===== src/rtl/ereg_pkg.sv =====
package ereg_pkg;

  // ==================================================
  // widths
  // ==================================================
  // rob instruction id
  parameter int IID_W    = 7;
  // physical ereg index
  parameter int EREG_W   = 5;
  // one mask bit per physical ereg
  parameter int EREG_NUM = 1 << EREG_W;

  // ==================================================
  // vector types
  // ==================================================
  typedef logic [IID_W-1:0]    iid_t;
  typedef logic [EREG_W-1:0]   ereg_idx_t;
  typedef logic [EREG_NUM-1:0] ereg_mask_t;

  // ==================================================
  // state encodings
  // ==================================================
  // entry lifecycle, one-hot
  // dealloc  : free, written back, may be handed out again
  // wf_alloc : parked in the alloc register, waiting for dispatch
  // alloc    : owned by a producer in flight
  // retire   : producer retired, ereg not yet released
  // release  : released, waiting on write-back
  typedef enum logic [4:0] {
    DEALLOC  = 5'b00001,
    WF_ALLOC = 5'b00010,
    ALLOC    = 5'b00100,
    RETIRE   = 5'b01000,
    RELEASE  = 5'b10000
  } lifecycle_state_e;

  // producer write-back status
  typedef enum logic {
    IDLE = 1'b0,
    WB   = 1'b1
  } wb_state_e;

endpackage


===== src/rtl/ereg_ctrl_if.sv =====
`timescale 1ns/10ps

interface ereg_ctrl_if;

  // decoded lifecycle state
  logic state_dealloc;
  logic state_alloc;
  logic state_retire;
  logic state_release;
  // alloc state and retire match in the same cycle
  logic retire_now;
  // producer result written back
  logic wb_done;
  // some dispatch lane creates into this entry
  logic create_vld;
  // some valid retire lane matches the held iid
  logic retire_hit;

  // lifecycle fsm side
  modport lifecycle (
    output state_dealloc, state_alloc, state_retire, state_release, retire_now,
    input  create_vld, retire_hit, wb_done
  );

  // write-back fsm side
  modport wb (
    output wb_done,
    input  create_vld, retire_now, state_dealloc, state_retire, state_release
  );

  // iid / ereg info register side
  modport info (
    output create_vld, retire_hit,
    input  retire_now
  );

endinterface


===== src/rtl/ereg_entry.sv =====
`timescale 1ns/10ps

module ereg_entry #(
  parameter int DISP_LANES   = 4,
  parameter int RETIRE_LANES = 3
) (
  input  logic                                        sm_clk,
  input  logic                                        cpurst_b,
  // dispatch
  input  logic [DISP_LANES-1:0]                       disp_create,
  input  ereg_pkg::iid_t      [DISP_LANES-1:0]        disp_iid,
  input  ereg_pkg::ereg_idx_t [DISP_LANES-1:0]        disp_rel_ereg,
  // retire
  input  logic [RETIRE_LANES-1:0]                     retire_vld,
  input  ereg_pkg::iid_t      [RETIRE_LANES-1:0]      retire_iid,
  // control
  input  logic                                        flush,
  input  logic                                        async_flush,
  input  logic                                        sync_reset,
  input  logic                                        reset_mapped,
  input  logic                                        dealloc_vld,
  input  logic                                        release_vld,
  input  logic                                        wb_vld,
  // status
  output logic                                        cur_state_dealloc,
  output logic                                        cur_state_retire,
  output logic                                        cur_state_alloc_release,
  output ereg_pkg::ereg_mask_t                        rel_ereg_expand,
  output logic                                        retired_released_wb,
  output logic                                        retired_released_wb_for_acc
);

  // state and event bus between the three submodules
  ereg_ctrl_if ctrl_if ();

  // ==================================================
  // lifecycle
  // ==================================================
  ereg_lifecycle_fsm u_lifecycle (
    .sm_clk       (sm_clk),
    .cpurst_b     (cpurst_b),
    .flush        (flush),
    .sync_reset   (sync_reset),
    .reset_mapped (reset_mapped),
    .dealloc_vld  (dealloc_vld),
    .release_vld  (release_vld),
    .ctrl         (ctrl_if.lifecycle)
  );

  // ==================================================
  // write-back
  // ==================================================
  ereg_wb_fsm u_wb (
    .sm_clk                      (sm_clk),
    .cpurst_b                    (cpurst_b),
    .async_flush                 (async_flush),
    .sync_reset                  (sync_reset),
    .reset_mapped                (reset_mapped),
    .wb_vld                      (wb_vld),
    .ctrl                        (ctrl_if.wb),
    .retired_released_wb         (retired_released_wb),
    .retired_released_wb_for_acc (retired_released_wb_for_acc)
  );

  // ==================================================
  // producer info and release mask
  // ==================================================
  ereg_info_reg #(
    .DISP_LANES   (DISP_LANES),
    .RETIRE_LANES (RETIRE_LANES)
  ) u_info (
    .sm_clk          (sm_clk),
    .cpurst_b        (cpurst_b),
    .sync_reset      (sync_reset),
    .disp_create     (disp_create),
    .disp_iid        (disp_iid),
    .disp_rel_ereg   (disp_rel_ereg),
    .retire_vld      (retire_vld),
    .retire_iid      (retire_iid),
    .ctrl            (ctrl_if.info),
    .rel_ereg_expand (rel_ereg_expand)
  );

  // state outputs straight off the bus
  assign cur_state_dealloc       = ctrl_if.state_dealloc;
  assign cur_state_retire        = ctrl_if.state_retire;
  // rename recovery wants alloc and release merged
  assign cur_state_alloc_release = ctrl_if.state_alloc || ctrl_if.state_release;

endmodule


===== src/rtl/ereg_info_reg.sv =====
`timescale 1ns/10ps

module ereg_info_reg #(
  parameter int DISP_LANES   = 4,
  parameter int RETIRE_LANES = 3
) (
  input  logic                                        sm_clk,
  input  logic                                        cpurst_b,
  input  logic                                        sync_reset,
  input  logic [DISP_LANES-1:0]                       disp_create,
  input  ereg_pkg::iid_t      [DISP_LANES-1:0]        disp_iid,
  input  ereg_pkg::ereg_idx_t [DISP_LANES-1:0]        disp_rel_ereg,
  input  logic [RETIRE_LANES-1:0]                     retire_vld,
  input  ereg_pkg::iid_t      [RETIRE_LANES-1:0]      retire_iid,
  ereg_ctrl_if.info                                   ctrl,
  output ereg_pkg::ereg_mask_t                        rel_ereg_expand
);

  ereg_pkg::iid_t       create_iid;
  ereg_pkg::ereg_idx_t  create_rel_ereg;
  ereg_pkg::iid_t       iid;
  ereg_pkg::ereg_idx_t  rel_ereg;
  ereg_pkg::ereg_mask_t rel_ereg_onehot;

  // ==================================================
  // dispatch create select
  // ==================================================
  assign ctrl.create_vld = |disp_create;

  // lowest active lane wins
  // walk high to low so lane 0 is written last
  always_comb begin
    create_iid      = '0;
    create_rel_ereg = '0;
    for (int i = DISP_LANES - 1; i >= 0; i--) begin
      if (disp_create[i]) begin
        create_iid      = disp_iid[i];
        create_rel_ereg = disp_rel_ereg[i];
      end
    end
  end

  // ==================================================
  // producer info register
  // ==================================================
  // iid of the producer
  // plus the ereg index it frees at retire
  always_ff @(posedge sm_clk or negedge cpurst_b) begin
    if (!cpurst_b) begin
      iid      <= '0;
      rel_ereg <= '0;
    end else if (sync_reset) begin
      iid      <= '0;
      rel_ereg <= '0;
    end else if (ctrl.create_vld) begin
      iid      <= create_iid;
      rel_ereg <= create_rel_ereg;
    end
  end

  // ==================================================
  // retire match
  // ==================================================
  always_comb begin
    ctrl.retire_hit = 1'b0;
    for (int i = 0; i < RETIRE_LANES; i++) begin
      if (retire_vld[i] && (retire_iid[i] == iid)) begin
        ctrl.retire_hit = 1'b1;
      end
    end
  end

  // ==================================================
  // release mask
  // ==================================================
  // one-hot of the held ereg index
  assign rel_ereg_onehot = ereg_pkg::ereg_mask_t'(1) << rel_ereg;

  // only while the producer retires out of alloc
  assign rel_ereg_expand = {ereg_pkg::EREG_NUM{ctrl.retire_now}} & rel_ereg_onehot;

endmodule


===== src/rtl/ereg_lifecycle_fsm.sv =====
`timescale 1ns/10ps

module ereg_lifecycle_fsm (
  input  logic                  sm_clk,
  input  logic                  cpurst_b,
  input  logic                  flush,
  input  logic                  sync_reset,
  input  logic                  reset_mapped,
  input  logic                  dealloc_vld,
  input  logic                  release_vld,
  ereg_ctrl_if.lifecycle        ctrl
);

  ereg_pkg::lifecycle_state_e cur_state;
  ereg_pkg::lifecycle_state_e next_state;
  ereg_pkg::lifecycle_state_e reset_state;
  logic                       release_wb;

  // ==================================================
  // reset target
  // ==================================================
  // mapped eregs come up holding architectural state
  always_comb begin
    if (reset_mapped) begin
      reset_state = ereg_pkg::RETIRE;
    end else begin
      reset_state = ereg_pkg::DEALLOC;
    end
  end

  // ==================================================
  // state register
  // ==================================================
  always_ff @(posedge sm_clk or negedge cpurst_b) begin
    if (!cpurst_b) begin
      cur_state <= ereg_pkg::DEALLOC;
    end else if (sync_reset) begin
      cur_state <= reset_state;
    end else begin
      cur_state <= next_state;
    end
  end

  // release with result already written back skips RELEASE
  assign release_wb = release_vld && ctrl.wb_done;

  // ==================================================
  // next state
  // ==================================================
  always_comb begin
    next_state = cur_state;
    case (cur_state)
      ereg_pkg::DEALLOC: begin
        if (dealloc_vld && !flush) begin
          next_state = ereg_pkg::WF_ALLOC;
        end
      end
      ereg_pkg::WF_ALLOC: begin
        // flush drops the alloc register contents
        if (flush) begin
          next_state = ereg_pkg::DEALLOC;
        end else if (ctrl.create_vld) begin
          next_state = ereg_pkg::ALLOC;
        end
      end
      ereg_pkg::ALLOC: begin
        if (flush) begin
          next_state = ereg_pkg::DEALLOC;
        end else if (release_wb) begin
          next_state = ereg_pkg::DEALLOC;
        end else if (release_vld) begin
          next_state = ereg_pkg::RELEASE;
        end else if (ctrl.retire_hit) begin
          next_state = ereg_pkg::RETIRE;
        end
      end
      ereg_pkg::RETIRE: begin
        // retired eregs survive flush
        if (release_wb) begin
          next_state = ereg_pkg::DEALLOC;
        end else if (release_vld) begin
          next_state = ereg_pkg::RELEASE;
        end
      end
      ereg_pkg::RELEASE: begin
        // wait for the producer write-back
        if (ctrl.wb_done) begin
          next_state = ereg_pkg::DEALLOC;
        end
      end
      default: begin
        next_state = ereg_pkg::DEALLOC;
      end
    endcase
  end

  // ==================================================
  // state flags
  // ==================================================
  assign ctrl.state_dealloc = (cur_state == ereg_pkg::DEALLOC);
  assign ctrl.state_alloc   = (cur_state == ereg_pkg::ALLOC);
  assign ctrl.state_retire  = (cur_state == ereg_pkg::RETIRE);
  assign ctrl.state_release = (cur_state == ereg_pkg::RELEASE);

  // iid match only counts while allocated
  assign ctrl.retire_now    = ctrl.state_alloc && ctrl.retire_hit;

endmodule


===== src/rtl/ereg_wb_fsm.sv =====
`timescale 1ns/10ps

module ereg_wb_fsm (
  input  logic                  sm_clk,
  input  logic                  cpurst_b,
  input  logic                  async_flush,
  input  logic                  sync_reset,
  input  logic                  reset_mapped,
  input  logic                  wb_vld,
  ereg_ctrl_if.wb               ctrl,
  output logic                  retired_released_wb,
  output logic                  retired_released_wb_for_acc
);

  ereg_pkg::wb_state_e cur_state;
  ereg_pkg::wb_state_e next_state;
  logic                retired_or_released;

  // ==================================================
  // state register
  // ==================================================
  always_ff @(posedge sm_clk or negedge cpurst_b) begin
    if (!cpurst_b) begin
      cur_state <= ereg_pkg::IDLE;
    end else if (async_flush) begin
      // everything in flight is treated as written back
      cur_state <= ereg_pkg::WB;
    end else if (sync_reset) begin
      if (reset_mapped) begin
        cur_state <= ereg_pkg::WB;
      end else begin
        cur_state <= ereg_pkg::IDLE;
      end
    end else if (ctrl.create_vld) begin
      // new producer, result pending
      cur_state <= ereg_pkg::IDLE;
    end else begin
      cur_state <= next_state;
    end
  end

  // ==================================================
  // next state
  // ==================================================
  always_comb begin
    next_state = cur_state;
    case (cur_state)
      ereg_pkg::IDLE: begin
        if (wb_vld) begin
          next_state = ereg_pkg::WB;
        end
      end
      ereg_pkg::WB: begin
        // cleared once the entry is free again
        if (ctrl.state_dealloc) begin
          next_state = ereg_pkg::IDLE;
        end
      end
      default: begin
        next_state = ereg_pkg::IDLE;
      end
    endcase
  end

  assign ctrl.wb_done = (cur_state == ereg_pkg::WB);

  // ==================================================
  // write-back flags for flush logic
  // ==================================================
  assign retired_or_released = ctrl.state_retire || ctrl.state_release;

  // retiring this cycle counts as retired
  // entries not retired or released report done
  assign retired_released_wb = (ctrl.retire_now || retired_or_released) ?
                               ctrl.wb_done : 1'b1;

  // acc update view, alloc entries read as not written back
  assign retired_released_wb_for_acc = ctrl.retire_now && (ctrl.wb_done || wb_vld)
                                    || retired_or_released && wb_vld;

endmodule


===== config.mk =====
export PLATFORM = sky130hd
export DESIGN_NAME = ereg_entry
export DESIGN_NICKNAME = d
export VERILOG_FILES = /design/src/rtl/ereg_pkg.sv /design/src/rtl/ereg_ctrl_if.sv /design/src/rtl/ereg_entry.sv /design/src/rtl/ereg_info_reg.sv /design/src/rtl/ereg_lifecycle_fsm.sv /design/src/rtl/ereg_wb_fsm.sv
export SDC_FILE = /design/constraint.sdc
export NUM_CORES = 1
export LEC_CHECK = 0
export ABC_AREA = 1
export BUFFER_PORTS_ARGS = -buffer_cell sky130_fd_sc_hd__buf_4
export CAP_MARGIN = 0
export CORE_AREA = 2 2 58 81
export CTS_CLUSTER_DIAMETER = 60
export CTS_CLUSTER_SIZE = 28
export DETAILED_ROUTE_END_ITERATION = 7
export DIE_AREA = 0 0 60 83
export GPL_ROUTABILITY_DRIVEN = 0
export MAX_ROUTING_LAYER = met4
export PLACE_DENSITY = 0.91
export SLEW_MARGIN = 20
export SYNTH_ARGS = -nofsm -noshare
export SYNTH_HDL_FRONTEND = slang
export SYNTH_SLANG_ARGS = --single-unit

===== constraint.sdc =====
create_clock -name sm_clk -period 4.13 [get_ports sm_clk]
set_input_delay 0 -clock sm_clk [delete_from_list [all_inputs] [get_ports sm_clk]]
set_output_delay 0 -clock sm_clk [all_outputs]
set_load 0.1 [all_outputs]

Yosys cells after proc, flatten, opt, wreduce, memory -nomap -nowiden
Cells that the tools add are included.
Word-level totals
  flip-flop bits (word level): 18
  bits in latches: 0
  RAM bits: 0
  bits in read-only memories: 0
  input port bits: 85
  output and inout bits: 37
  word-level logic and storage cells: 73
  memories: 0
Cells by class
  $add $sub $neg: 0
  multiply operators: 0
  divide/modulo/power cells: 0
  $lt $le $gt $ge: 0
  equality and inequality tests: 13
  shifts and indexed selects: 1
  mux-type cells: 36
  bitwise logic cells: 2
  reduce and logical (&&, ||, !) cells: 17
Operator list (count)
  $mux W5: 17
  $mux W7: 6
  $and A32 B32 Y32: 1
  $shl A1 B5 Y32 const A: 1
  $pmux W5 S5: 1
  $eq A7 B7 Y1: 3
  $mux W1: 10
  $logic_and A1 B1 Y1: 8
  $ne A4 B4 Y1 const B: 2
  $ne A3 B2 Y1 const B: 2
  $ne A6 B4 Y1 const B: 1
  $eq A5 B1 Y1 const B: 1
  $eq A5 B2 Y1 const B: 1
  $eq A5 B3 Y1 const B: 1
  $eq A5 B4 Y1 const B: 1
  $eq A5 B5 Y1 const B: 1
  $logic_or A1 B1 Y1: 5
  $reduce_and A5 Y1: 1
  $mux W4: 1
  $reduce_or A4 Y1: 1
  $pmux W1 S2: 1
  $reduce_bool A2 Y1: 1
  $logic_not A1 Y1: 1
  $not A1 Y1: 1

Logic depth before layout (Yosys ltp)
Gate-level depths: netlist of run 1.
  depth after elaboration: 11
  mapped depth: 11
  gate-level depth less buffers: 11

By module
From an unflattened synthesis of run 1, not the netlist that was laid out.
Unflattened totals
  cell total of the unflattened synthesis: 405
  area total of the unflattened synthesis: 2269.7 µm²
Modules (own cells, without submodules)
  ereg_info_reg: times used 1, cells an instance 307, area an instance 1667.8 µm², sequential area each 300.3 µm²
  ereg_lifecycle_fsm: times used 1, cells an instance 80, area an instance 506.7 µm², sequential area each 126.4 µm²
  ereg_wb_fsm: times used 1, cells an instance 15, area an instance 83.8 µm², sequential area each 25.0 µm²
  ereg_entry: times used 1, cells an instance 3, area an instance 11.3 µm², sequential area each 0.0 µm²

Least setup slack after synthesis of run 1
OpenSTA, ideal clock, no wires.
  path kind: flip-flop to output port
  start: register u_lifecycle.cur_state[0]
  end: output retired_released_wb_for_acc
  data arrival time: 2963 ps
  data required time: 4130 ps
  slack: 1167 ps
  stages on the path, launching flop included: 6
  path through: dfstp_2 > nor2_2 > nand3_1 > inv_1 > o21ai_0 > a21oi_1
Between the ends
  cells in the longest elaborated chain, start to end: 4
  elaborated cells between the ends (all ways): 8
RTL lines
  start: declaration: line ereg_lifecycle_fsm.sv:14  | ereg_pkg::lifecycle_state_e cur_state;
  start signal: assignment: line ereg_lifecycle_fsm.sv:36  | cur_state <= ereg_pkg::DEALLOC;
  start signal: assignment: line ereg_lifecycle_fsm.sv:38  | cur_state <= reset_state;
  start signal: assignment: line ereg_lifecycle_fsm.sv:40  | cur_state <= next_state;
  $eq A5 B4 Y1: line ereg_lifecycle_fsm.sv:102  | assign ctrl.state_retire = (cur_state == ereg_pkg::RETIRE);
  via cur_state_retire: line ereg_entry.sv:26  | output logic cur_state_retire,
  $logic_or A1 B1 Y1: line ereg_wb_fsm.sv:70  | assign retired_or_released = ctrl.state_retire || ctrl.state_release;
  $logic_and A1 B1 Y1: line ereg_wb_fsm.sv:79  | || retired_or_released && wb_vld;
  $logic_or A1 B1 Y1: line ereg_wb_fsm.sv:79
  end: declaration: line ereg_entry.sv:30  | output logic retired_released_wb_for_acc
The timed path passes the listed nets, and every way through them passes these cells.

Worst setup path after layout of run 1
  start: register u_info.iid[1]
  end: output rel_ereg_expand[28]
Between the ends
  cells in the longest elaborated chain, start to end: 7
  elaborated cells between the ends (all ways): 11
RTL lines
  start: declaration: line ereg_info_reg.sv:21  | ereg_pkg::iid_t iid;
  start signal: assignment: line ereg_info_reg.sv:56  | iid <= create_iid;
  $eq A7 B7 Y1: line ereg_info_reg.sv:67  | if (retire_vld[i] && (retire_iid[i] == iid)) begin
  $logic_and A1 B1 Y1: line ereg_info_reg.sv:67
  $mux W1 (2 in series): line ereg_info_reg.sv:67
  $mux W1 *: line ereg_info_reg.sv:67
  $logic_and A1 B1 Y1 *: line ereg_lifecycle_fsm.sv:106  | assign ctrl.retire_now = ctrl.state_alloc && ctrl.retire_hit;
  $and A32 B32 Y32 *: line ereg_info_reg.sv:80  | assign rel_ereg_expand = {ereg_pkg::EREG_NUM{ctrl.retire_now}} & rel_ereg_onehot;
  end: declaration: line ereg_entry.sv:28  | output ereg_pkg::ereg_mask_t rel_ereg_expand,
Every way passes the cells marked *; elsewhere a longest branch is shown, timed or not.

==> results of run 1 <==
worst register-to-register path, cell delays in order (launching register included):
cell and delay (ns):
dfrtp_1 0.40, nor2_1 0.20, nand3_1 0.20, nor4_1 0.34
nand3_1 0.25, nand3_1 0.18, nand2_1 0.07
layout make-up:
type | count | share of cell area, %
repair buffers | 123 | 32.0
flip-flops and latches | 18 | 15.5
multi-input cells | 254 | 41.8
inverters | 48 | 6.20
clock buffers | 4 | 1.89
well taps | 60 | 2.58
metal layers:
layer / share of wire, % / track usage (%) / up-vias
met5: 0 / - / -
met4: 2.4 / 10.3 / 0
met3: 7.1 / 1.87 / 21
met2: 52 / 47.4 / 136
met1: 38 / 32.2 / 1138
li1: - / - / 1326
worst paths after layout:
check	cells after the start	to	slack, ns	start
min in group asynchronous	2	u_lifecycle.cur_state[4]	0.14	cpurst_b
worst min-delay path	3	u_info.iid[4]	0.02	disp_iid[4]
worst max register to register	6	u_lifecycle.cur_state[0]	2.43	u_lifecycle.cur_state[3]
worst max-delay path	9	rel_ereg_expand[28]	2.11	u_info.iid[1]
max in group asynchronous	2	u_lifecycle.cur_state[0]	3.73	cpurst_b
worst min register to register	2	u_info.iid[5]	0.63	u_info.iid[5]
per-stage QoR:
step           total power, mW  area [um^2]  worst slack, ns  hold WS [ns]  util [%]
5_1_grt                  0.741         2910             1.95        0.0520      68.5
3_5_place_dp             0.546         2830             2.41        -0.120      66.8
6_report                 0.697         2910             2.11        0.0193      68.5
2_1_floorplan            0.429         1920             1.17        -0.296         -
4_1_cts                  0.691         2910             2.11        0.0253      68.5
3_3_place_gp             0.535         2830             2.45        -0.117      66.8
where the power goes:
group,internal [mW],switching (mW)
sequential,0.199,0.0224
clock,0.0848,0.0622
combinational,0.120,0.208
total,0.404,0.293
timing repair:
| item | CTS | global route |
|---|---|---|
| hold buffers | 2 | 0 |
| buffers inserted | 0 | 0 |
| resized for setup | 0 | 0 |
| hold endpoints to repair | 19 | 0 |
cell families after synthesis:
logic type	count (synthesis)	share of synthesized area, %
xor gates and xnor gates	2	0.912
AOI/OAI and AO/OA	66	19.6
and+or+nand+nor	186	42.7
DFF	18	23.5
buffers and inverters	63	13.2
cell usage in the layout (no fill, tap or decap), types with 10 or more instances in the layout:
master and n:
nand2_1 77, dfrtp_1 17, nand4_1 22, nor2_1 65
buf_4 121, o22ai_1 13, nand3_1 12, o21ai_0 25
a22oi_1 10, inv_1 38, a21oi_1 15
flip-flops by register name, indices dropped and copies added (netlist names):
name	flops
u_info.iid	7
u_info.rel_ereg	5
u_wb.ctrl.wb_done	1
u_lifecycle.cur_state	5
==> results.cfg, run 1 <==
[run_status]
run_status = finished clean

[critical_path]
timing.critical_path.slowest_cell_delay_ns = 0.40
worstSetupStartpointType = flop
required_time_of_the_critical_path_ns = 4.13
cpMostUsedCell = nor2_1
cpMaxStageDelayCell = dfrtp_1
cp-end-kind = output pin
critical_path.n_buffers_inverters = 2
critPathArrivalTime_ns = 2.02
worstSetupPathType = flop to output pin
cp_cell_sequence = inv_1, or2_2, nand4_1, nor2_1, nand2_1, nand2_4, nand3_4, nor2_1, buf_4
kind_of_cell_adding_the_most_delay_to_the_critical_path = simple AND/OR/NAND/NOR gates
critical_path.max_fanout = 16

[power]
power.leakage_nw = 1.53
max-vdd-ir-drop_v = 0.000342
pwr_density_cell_nw_per_um2 = 240

[sta]
grt_setup_unrepaired = no
period_needed_ns = 2.02
skew_ns = 0.00198
max-slew-margin-rel_pct = 47.7
final_max_slew_viol_count = 0
post-route-period-util_pct = 48.8
hold_viol = 0
tightestPinTransition_ns = 0.781
setup_violations = 0
totalNegativeSetupSlack_ns = 0
fmaxAchievable_ghz = 0.496

[yosys]
synthCells = 335
synth.top_cell.area_share_pct = 22.1
synth_top_cells_by_area = dfrtp_1, nand2_1, nor2_1
mappedNetlistArea_um2 = 1920
yosys_warnings = 0
synth.lib_cells_used.distinct = 24
synth_seq_cells = 18
synth_nets = 420
yosysMostFrequentCell = nand2_1
asyncSetResetFlopFracSynth_pct = 100
syn_area_per_cell_um2 = 5.73
seq_area_frac_synth_pct = 23.5
yosysTopAreaCell = dfrtp_1
dominant_synthesized_flop_cell = dfrtp_1
most_frequent_cells_after_synthesis = nand2_1, nor2_1, inv_1, o21ai_0, nand4_1
synth-edff-count = 0

[die]
floorplan.die.width_um = 60
ioPinCount = 122
num_rows = 28
initial_cell_density_of_the_core_pct = 45.3
coreArea_um2 = 4240
die_h_um = 83
dieArea_um2 = 4980

[flow_run]
cap_violations = 0

[placed_design]
dp_hpwl_um = 5260
port_buffer_cells = 121
post-place-cells = 501

[clock_tree]
source_to_sink_clock_delay_at_the_later_pin_of_the_worst_skew_pair_ns = 0.26
cts.sinks = 18
cts_tree = done
cts-root-to-sink-buffers = 2
clock_tree.root_cell = clkbuf_8
cts.clk_slew.worst_paths_ns = 0.07
number_of_buffers_created_by_cts = 3
h-tree-depth = 1

[final_layout]
area_delta_synth_final_pct = 51.3
layout.area.seq_um2 = 452
antenna_cells = 0
drive_gt1_share_pct = 31.5
finish.cell_count_without_fillers = 507
n_fill_cell = 391
multiInputGateArea_um2 = 1210
finish.net_count = 533

[global_route]
grt_pass1_vias = 2471
antenna_found_initial = 0
grt_max_degree = 24
globalRoute.totalOverflow = 0
grtUsageTotal_pct = 27.5
grt_first_pass_wirelength_um = 10700

[detailed_routing]
detailedRoute.firstIterationViolations = 122
remaining_drc_errors = 0
ant_nets_after_route = 0
vias_per_cell = 5.17
detail_route.first_pass.iterations = 4
route.final.wire_length_um = 6510
routed-via-count = 2621
wl_per_cell_um = 12.8

[worst_hold_path]
hold_path_class = input pin to flop
(Power assumes the default switching activity.)
==> inputs of run 2 (changes only) <==
--- a/config.mk
+++ b/config.mk
@@ -5,17 +5,17 @@
 export SDC_FILE = /design/constraint.sdc
 export NUM_CORES = 1
 export LEC_CHECK = 0
-export ABC_AREA = 1
+export ABC_AREA = 0
 export BUFFER_PORTS_ARGS = -buffer_cell sky130_fd_sc_hd__buf_4
 export CAP_MARGIN = 0
-export CORE_AREA = 2 2 58 81
+export CORE_AREA = 2 2 63 89
 export CTS_CLUSTER_DIAMETER = 60
 export CTS_CLUSTER_SIZE = 28
 export DETAILED_ROUTE_END_ITERATION = 7
-export DIE_AREA = 0 0 60 83
+export DIE_AREA = 0 0 65 91
 export GPL_ROUTABILITY_DRIVEN = 0
 export MAX_ROUTING_LAYER = met4
-export PLACE_DENSITY = 0.91
+export PLACE_DENSITY = 0.83
 export SLEW_MARGIN = 20
 export SYNTH_ARGS = -nofsm -noshare
 export SYNTH_HDL_FRONTEND = slang
==> constraint.sdc (replaced) <==
create_clock -name sm_clk -period 1.7 [get_ports sm_clk]
set_input_delay 0 -clock sm_clk [delete_from_list [all_inputs] [get_ports sm_clk]]
set_output_delay 0 -clock sm_clk [all_outputs]
set_load 0.1 [all_outputs]
==> run 2 against run 1 <==
- the run now ends with setup timing left
- setup slack got worse by 2.9 ns
- sequential power grew 140%
- routed wire length up 100%
- critical path depth rose by 1
- largest cell class is now buffers
- register-to-register slack worse by 3.0 ns
- combinational power rose to 4.0 times the previous value
- count of clock-buffer cells in the layout unchanged
==> results.cfg, run 2 <==
[run_status]
run_status = complete, but fails checks
violations = setup timing

[yosys]
synth-edff-count = 0
synth.top_cell.area_share_pct = 21.4
yosysTopAreaCell = dfrtp_1
dominant_synthesized_flop_cell = dfrtp_1
yosysMostFrequentCell = nand2_1
syn_area_per_cell_um2 = 6.87
most_frequent_cells_after_synthesis = nand2_1, nor3_1, clkbuf_1, o21ai_0, xor2_1
synthCells = 290
mappedNetlistArea_um2 = 1990
synth_top_cells_by_area = dfrtp_1, nor3_1, nand2_1
synth_seq_cells = 18
asyncSetResetFlopFracSynth_pct = 100
synth.lib_cells_used.distinct = 43
synth_nets = 375
yosys_warnings = 0
seq_area_frac_synth_pct = 22.7

[final_layout]
multiInputGateArea_um2 = 1980
area_delta_synth_final_pct = 132
layout.cell_area.non_filler_um2 = 4610
drive_gt1_share_pct = 55.2
layout.area.seq_um2 = 454
n_fill_cell = 192
finish.cell_count_without_fillers = 515
mostFrequentLayoutCell = buf_4
top_register = u_info.iid
largest_register_ffs = 7
finish.net_count = 535
layout_common_cells = buf_4, nand2_1, buf_12
layout.core_utilization_pct = 90.8
reg.largest.list = u_info.iid (7), u_info.rel_ereg (5), u_lifecycle.cur_state (5)
antenna_cells = 0

[clock_tree]
cts.sinks = 18
cts-root-to-sink-buffers = 2
cts.clk_slew.worst_paths_ns = 0.08
cts_tree = done
source_to_sink_clock_delay_at_the_later_pin_of_the_worst_skew_pair_ns = 0.26
number_of_buffers_created_by_cts = 3
clock_tree.root_cell = clkbuf_8
h-tree-depth = 1

[global_route]
grt_pass1_vias = 3206
grt_first_pass_wirelength_um = 17500
grtUsageTotal_pct = 39.9
grt_max_degree = 26
globalRoute.totalOverflow = 0
antenna_found_initial = 0

[sta]
fmaxAchievable_ghz = 0.405
tightestPinTransition_ns = 0.778
hold_viol = 0
period_needed_ns = 2.47
final_max_slew_viol_count = 0
skew_ns = 0.00619
post-route-period-util_pct = 145
grt_setup_unrepaired = yes
max-slew-margin-rel_pct = 48.0
setup_violations = 40
whs_ns = 0.0290
post-route-worst-setup-slack_ns = -0.768

[critical_path]
worstSetupStartpointType = flop
cp_cell_sequence = buf_6, buf_4, xor2_1, nor2_1, nand4_1, and3_4, buf_12, buf_16, nor3_4, buf_12
kind_of_cell_adding_the_most_delay_to_the_critical_path = simple AND/OR/NAND/NOR gates
cp-end-kind = output pin
cpMaxStageDelayCell = dfrtp_1
required_time_of_the_critical_path_ns = 1.70
timing.critical_path.slowest_cell_delay_ns = 0.42
critical_path.max_fanout = 5
critPathArrivalTime_ns = 2.47
critical_path.n_buffers_inverters = 5
cpMostUsedCell = buf_12
worstSetupPathType = flop to output pin

[detailed_routing]
route.final.wire_length_um = 13300
vias_per_cell = 6.55
ant_nets_after_route = 0
detailedRoute.firstIterationViolations = 422
routed-via-count = 3372
wl_per_cell_um = 25.9
detail_route.first_pass.iterations = 5
remaining_drc_errors = 0

[die]
floorplan.die.width_um = 65
dieArea_um2 = 5920
coreArea_um2 = 5080
num_rows = 31
die_h_um = 91
initial_cell_density_of_the_core_pct = 39.2
ioPinCount = 122

[placed_design]
dp_hpwl_um = 5570
dpl_cell_area_um2 = 3540
port_buffer_cells = 121
post-place-cells = 479
pre_cts_ws_ns = -0.390

[worst_hold_path]
hold_path_class = input pin to flop

[power]
power.leakage_nw = 2.33
max-vdd-ir-drop_v = 0.000524
pwr_density_cell_nw_per_um2 = 481

[flow_run]
cap_violations = 0
run 2: final cells by class:
| class | instances | share of cell area (%) |
|---|---|---|
| repair buffers | 182 | 44.0 |
| multi-input cells | 242 | 43.0 |
| flip-flops and latches | 18 | 9.85 |
| well taps | 66 | 1.79 |
| clock buffers | 4 | 1.19 |
| inverters | 3 | 0.244 |
run 2: through the flow:
stage	setup TNS [ns]	power, mW
floorplan	-19.07	1.08
global placement	-11.29	1.39
detailed placement	-13.26	1.41
CTS	-16.29	1.87
global route	-26.48	2.28
finish	-24.12	2.22
run 2: routing by layer:
metal | vias up | routed length (um) | track usage, % | share of wire, %
met5 | - | 0 | - | 0
met4 | 0 | 1120 | 23.0 | 8.4
met3 | 104 | 1300 | 9.29 | 9.8
met2 | 331 | 6570 | 66.8 | 49
met1 | 1580 | 4350 | 42.2 | 33
li1 | 1357 | - | - | -
run 2: path summary, 6_finish.rpt:
kind                                          start                       end  slack (ns)  cells after the start
min                                     disp_iid[4]             u_info.iid[4]        0.03                      3
max reg2reg                u_lifecycle.cur_state[0]  u_lifecycle.cur_state[2]       -0.55                      7
min reg2reg                           u_info.iid[5]             u_info.iid[5]        0.57                      2
min in group asynchronous                  cpurst_b             u_info.iid[2]        0.16                      2
max in group asynchronous                  cpurst_b  u_lifecycle.cur_state[0]        1.27                      2
max                                   u_info.iid[6]        rel_ereg_expand[9]       -0.77                     10
run 2: worst register-to-register path: cells and delay by family, from the launching register on:
family / cells / cell delay (ns)
buf+inv: 3 / 0.50
flops: 1 / 0.38
simple gates: 3 / 1.04
compound gates: 1 / 0.27
run 2: power by group:
group	total (mW)	internal [mW]	leakage, nW	switching [mW]
combinational	1.31	0.604	2.07	0.705
clock	0.374	0.207	0.0288	0.167
sequential	0.534	0.476	0.229	0.0583
total	2.22	1.29	2.33	0.931
run 2: cells by family (layout without fill, tap and decap cells):
| logic type | Yosys count | after routing | synth area share (%) |
|---|---|---|---|
| flops | 18 | 18 | 22.7 |
| buf+inv | 30 | 189 | 6.16 |
| xor+xnor | 23 | 23 | 10.1 |
| compound gates | 58 | 58 | 19.5 |
| simple gates | 159 | 159 | 40.6 |
| mux | 2 | 2 | 1.01 |
run 2: what timing repair did:
action                                  CTS  global route
setup buffers                            15            15
cloned                                    4             0
gates resized for setup                 129            28
hold endpoints to repair                 19             0
endpoints found under the setup margin   41            41
hold buffers                              3             0
pin swaps                                22            17
==> inputs of run 3 (changes only) <==
--- a/config.mk
+++ b/config.mk
@@ -8,14 +8,14 @@
 export ABC_AREA = 0
 export BUFFER_PORTS_ARGS = -buffer_cell sky130_fd_sc_hd__buf_4
 export CAP_MARGIN = 0
-export CORE_AREA = 2 2 63 89
+export CORE_AREA = 2 2 88 65
 export CTS_CLUSTER_DIAMETER = 60
 export CTS_CLUSTER_SIZE = 28
 export DETAILED_ROUTE_END_ITERATION = 7
-export DIE_AREA = 0 0 65 91
+export DIE_AREA = 0 0 90 67
 export GPL_ROUTABILITY_DRIVEN = 0
 export MAX_ROUTING_LAYER = met4
-export PLACE_DENSITY = 0.83
+export PLACE_DENSITY = 0.81
 export SLEW_MARGIN = 20
 export SYNTH_ARGS = -nofsm -noshare
 export SYNTH_HDL_FRONTEND = slang
==> run 3 against run 2 <==
- the flow still finishes with violations (setup timing)
- critical endpoint is now rel_ereg_expand[18]
- maximum frequency is 9.8% higher
- power is 13% lower
- register-to-register slack better by 0.33 ns
- first-iteration DRC count is 59% lower
- largest cell class is now multi-input combinational cells
- clock power is 7.2% lower
- flip-flop and latch count stayed put
- clock skew is 0.0030 ns lower
- cell count is 2.9% lower
==> results.cfg, run 3 (synthesis gave the netlist of run 2 again) <==
[power]
power_frac_clock_pct = 18.0
power_frac_comb_pct = 54.4
pwr_density_cell_nw_per_um2 = 454
seqPwrFrac_pct = 27.7
total_switching_power_uw = 746
power.internal_mw = 1.19
max-vdd-ir-drop_v = 0.000662
power.leakage_nw = 2.15
netSwitchingFraction_pct = 38.6

[final_layout]
drive_gt1_share_pct = 50.9
area_delta_synth_final_pct = 113
finish.net_count = 514
reg.largest.list = u_info.iid (7), u_info.rel_ereg (5), u_lifecycle.cur_state (5)
top_register = u_info.iid
largest_register_ffs = 7
layout.cell_area.non_filler_um2 = 4250
finish.cell_count_without_fillers = 500
antenna_cells = 0
n_fill_cell = 285
mostFrequentLayoutCell = buf_4
layout_common_cells = buf_4, nand2_1, buf_12

[critical_path]
worstSetupPathType = flop to output pin
critPathArrivalTime_ns = 2.25
worst_r2r_startpoint = u_lifecycle.cur_state[3]
worst_setup_path_startpoint = u_info.iid[4]
critical_path.max_fanout = 9
worstSetupStartpointType = flop
cp-end-kind = output pin
required_time_of_the_critical_path_ns = 1.70

[clock_tree]
cts-root-to-sink-buffers = 2
cts_tree = done
clock_tree.root_cell = clkbuf_8
source_to_sink_clock_delay_at_the_later_pin_of_the_worst_skew_pair_ns = 0.25
cts.clk_slew.worst_paths_ns = 0.07
h-tree-depth = 1
number_of_buffers_created_by_cts = 3
cts.sinks = 18

[sta]
post-route-worst-setup-slack_ns = -0.547
final_max_slew_viol_count = 0
hold_viol = 0
max-slew-margin-rel_pct = 50.8
period_needed_ns = 2.25
skew_ns = 0.00319
setup_violations = 40
post-route-period-util_pct = 132
tightestPinTransition_ns = 0.737
grt_setup_unrepaired = yes
fmaxAchievable_ghz = 0.445

[detailed_routing]
vias_per_cell = 5.61
wl_per_cell_um = 18.0
routed-via-count = 2805
ant_nets_after_route = 0
route.final.wire_length_um = 8990
detailedRoute.firstIterationViolations = 173
remaining_drc_errors = 0
detail_route.first_pass.iterations = 4

[global_route]
grt_max_degree = 32
grt_first_pass_wirelength_um = 13900
antenna_found_initial = 0
globalRoute.totalOverflow = 0
grtUsageTotal_pct = 29.5
grt_pass1_vias = 2803

[worst_hold_path]
hold_start = disp_iid[5]
hold_path_class = input pin to flop

[die]
ioPinCount = 122
coreArea_um2 = 5120
num_rows = 22
dieArea_um2 = 6030
initial_cell_density_of_the_core_pct = 38.9
floorplan.die.width_um = 90
die_h_um = 67

[flow_run]
cap_violations = 0

[run_status]
run_status = complete, but fails checks
violations = setup timing

[placed_design]
dpl_cell_area_um2 = 3560
port_buffer_cells = 121
dp_hpwl_um = 5860
post-place-cells = 486
## run 3: worst paths after layout
| path | slack, ns | depth (start not counted) | end |
|---|---|---|---|
| setup / recovery | -0.55 | 7 | rel_ereg_expand[18] |
| hold / removal | 0.04 | 3 | u_info.iid[5] |
| setup reg to reg | -0.22 | 5 | u_lifecycle.cur_state[3] |
| hold reg to reg | 0.56 | 2 | u_info.iid[5] |
| max in group asynchronous | 1.30 | 2 | u_lifecycle.cur_state[0] |
| min in group asynchronous | 0.15 | 2 | u_info.iid[0] |
## run 3: final cells by class
class	count	area, um^2	area share (%)
multi-input combinational	242	1890	44.5
timing repair buffer	161	1750	41.2
sequential	18	454	10.7
tap	72	90.1	2.12
clock buffer	4	55.1	1.29
inverter	3	11.3	0.265
## run 3: through the flow
step	hold slack [ns]	worst slack [ns]	utilization (%)	power (mW)	setup TNS, ns
detailed placement	-0.121	-0.302	69.5	1.44	-9.81
global placement	-0.120	-0.227	69.5	1.42	-7.83
CTS	0.0379	-0.409	81.3	1.85	-13.73
finish	0.0394	-0.547	83.0	1.93	-17.97
floorplan	-0.296	-0.599	-	1.08	-19.07
global route	0.0600	-0.617	83.0	2.03	-21.03
## run 3: worst max-delay path: stages (launching register included)
cell,delay [ns]
dfrtp_1,0.42
xor2_1,0.16
nor4_2,0.35
nand4_1,0.19
and3_4,0.27
clkbuf_16,0.20
nor3_4,0.19
buf_12,0.21
## run 3: routing by layer
metal | vias to the layer above | share of wire [%] | routed length (um) | GRT usage [%]
met5 | - | 0 | 0 | -
met4 | 0 | 1.4 | 123 | 7.12
met3 | 13 | 6.9 | 621 | 4.52
met2 | 134 | 50 | 4490 | 49.4
met1 | 1348 | 42 | 3750 | 38.3
li1 | 1310 | - | - | -
## run 3: repair_timing
action / CTS / global route
resized for setup: 121 / 10
gates cloned: 0 / 1
endpoints found under the setup margin: 41 / 41
endpoints found under the hold margin: 19 / 0
pin swaps: 12 / 12
buffers inserted: 3 / 4
hold buffers: 3 / 0
## run 3: power groups by stage
stage          clock network (mW)  registers, mW  logic, mW
2_1_floorplan                   0          0.522      0.560
3_3_place_gp                    0          0.525      0.896
3_5_place_dp                    0          0.530      0.907
4_1_cts                     0.350          0.527      0.971
5_1_grt                     0.369          0.539       1.12
6_report                    0.347          0.534       1.05
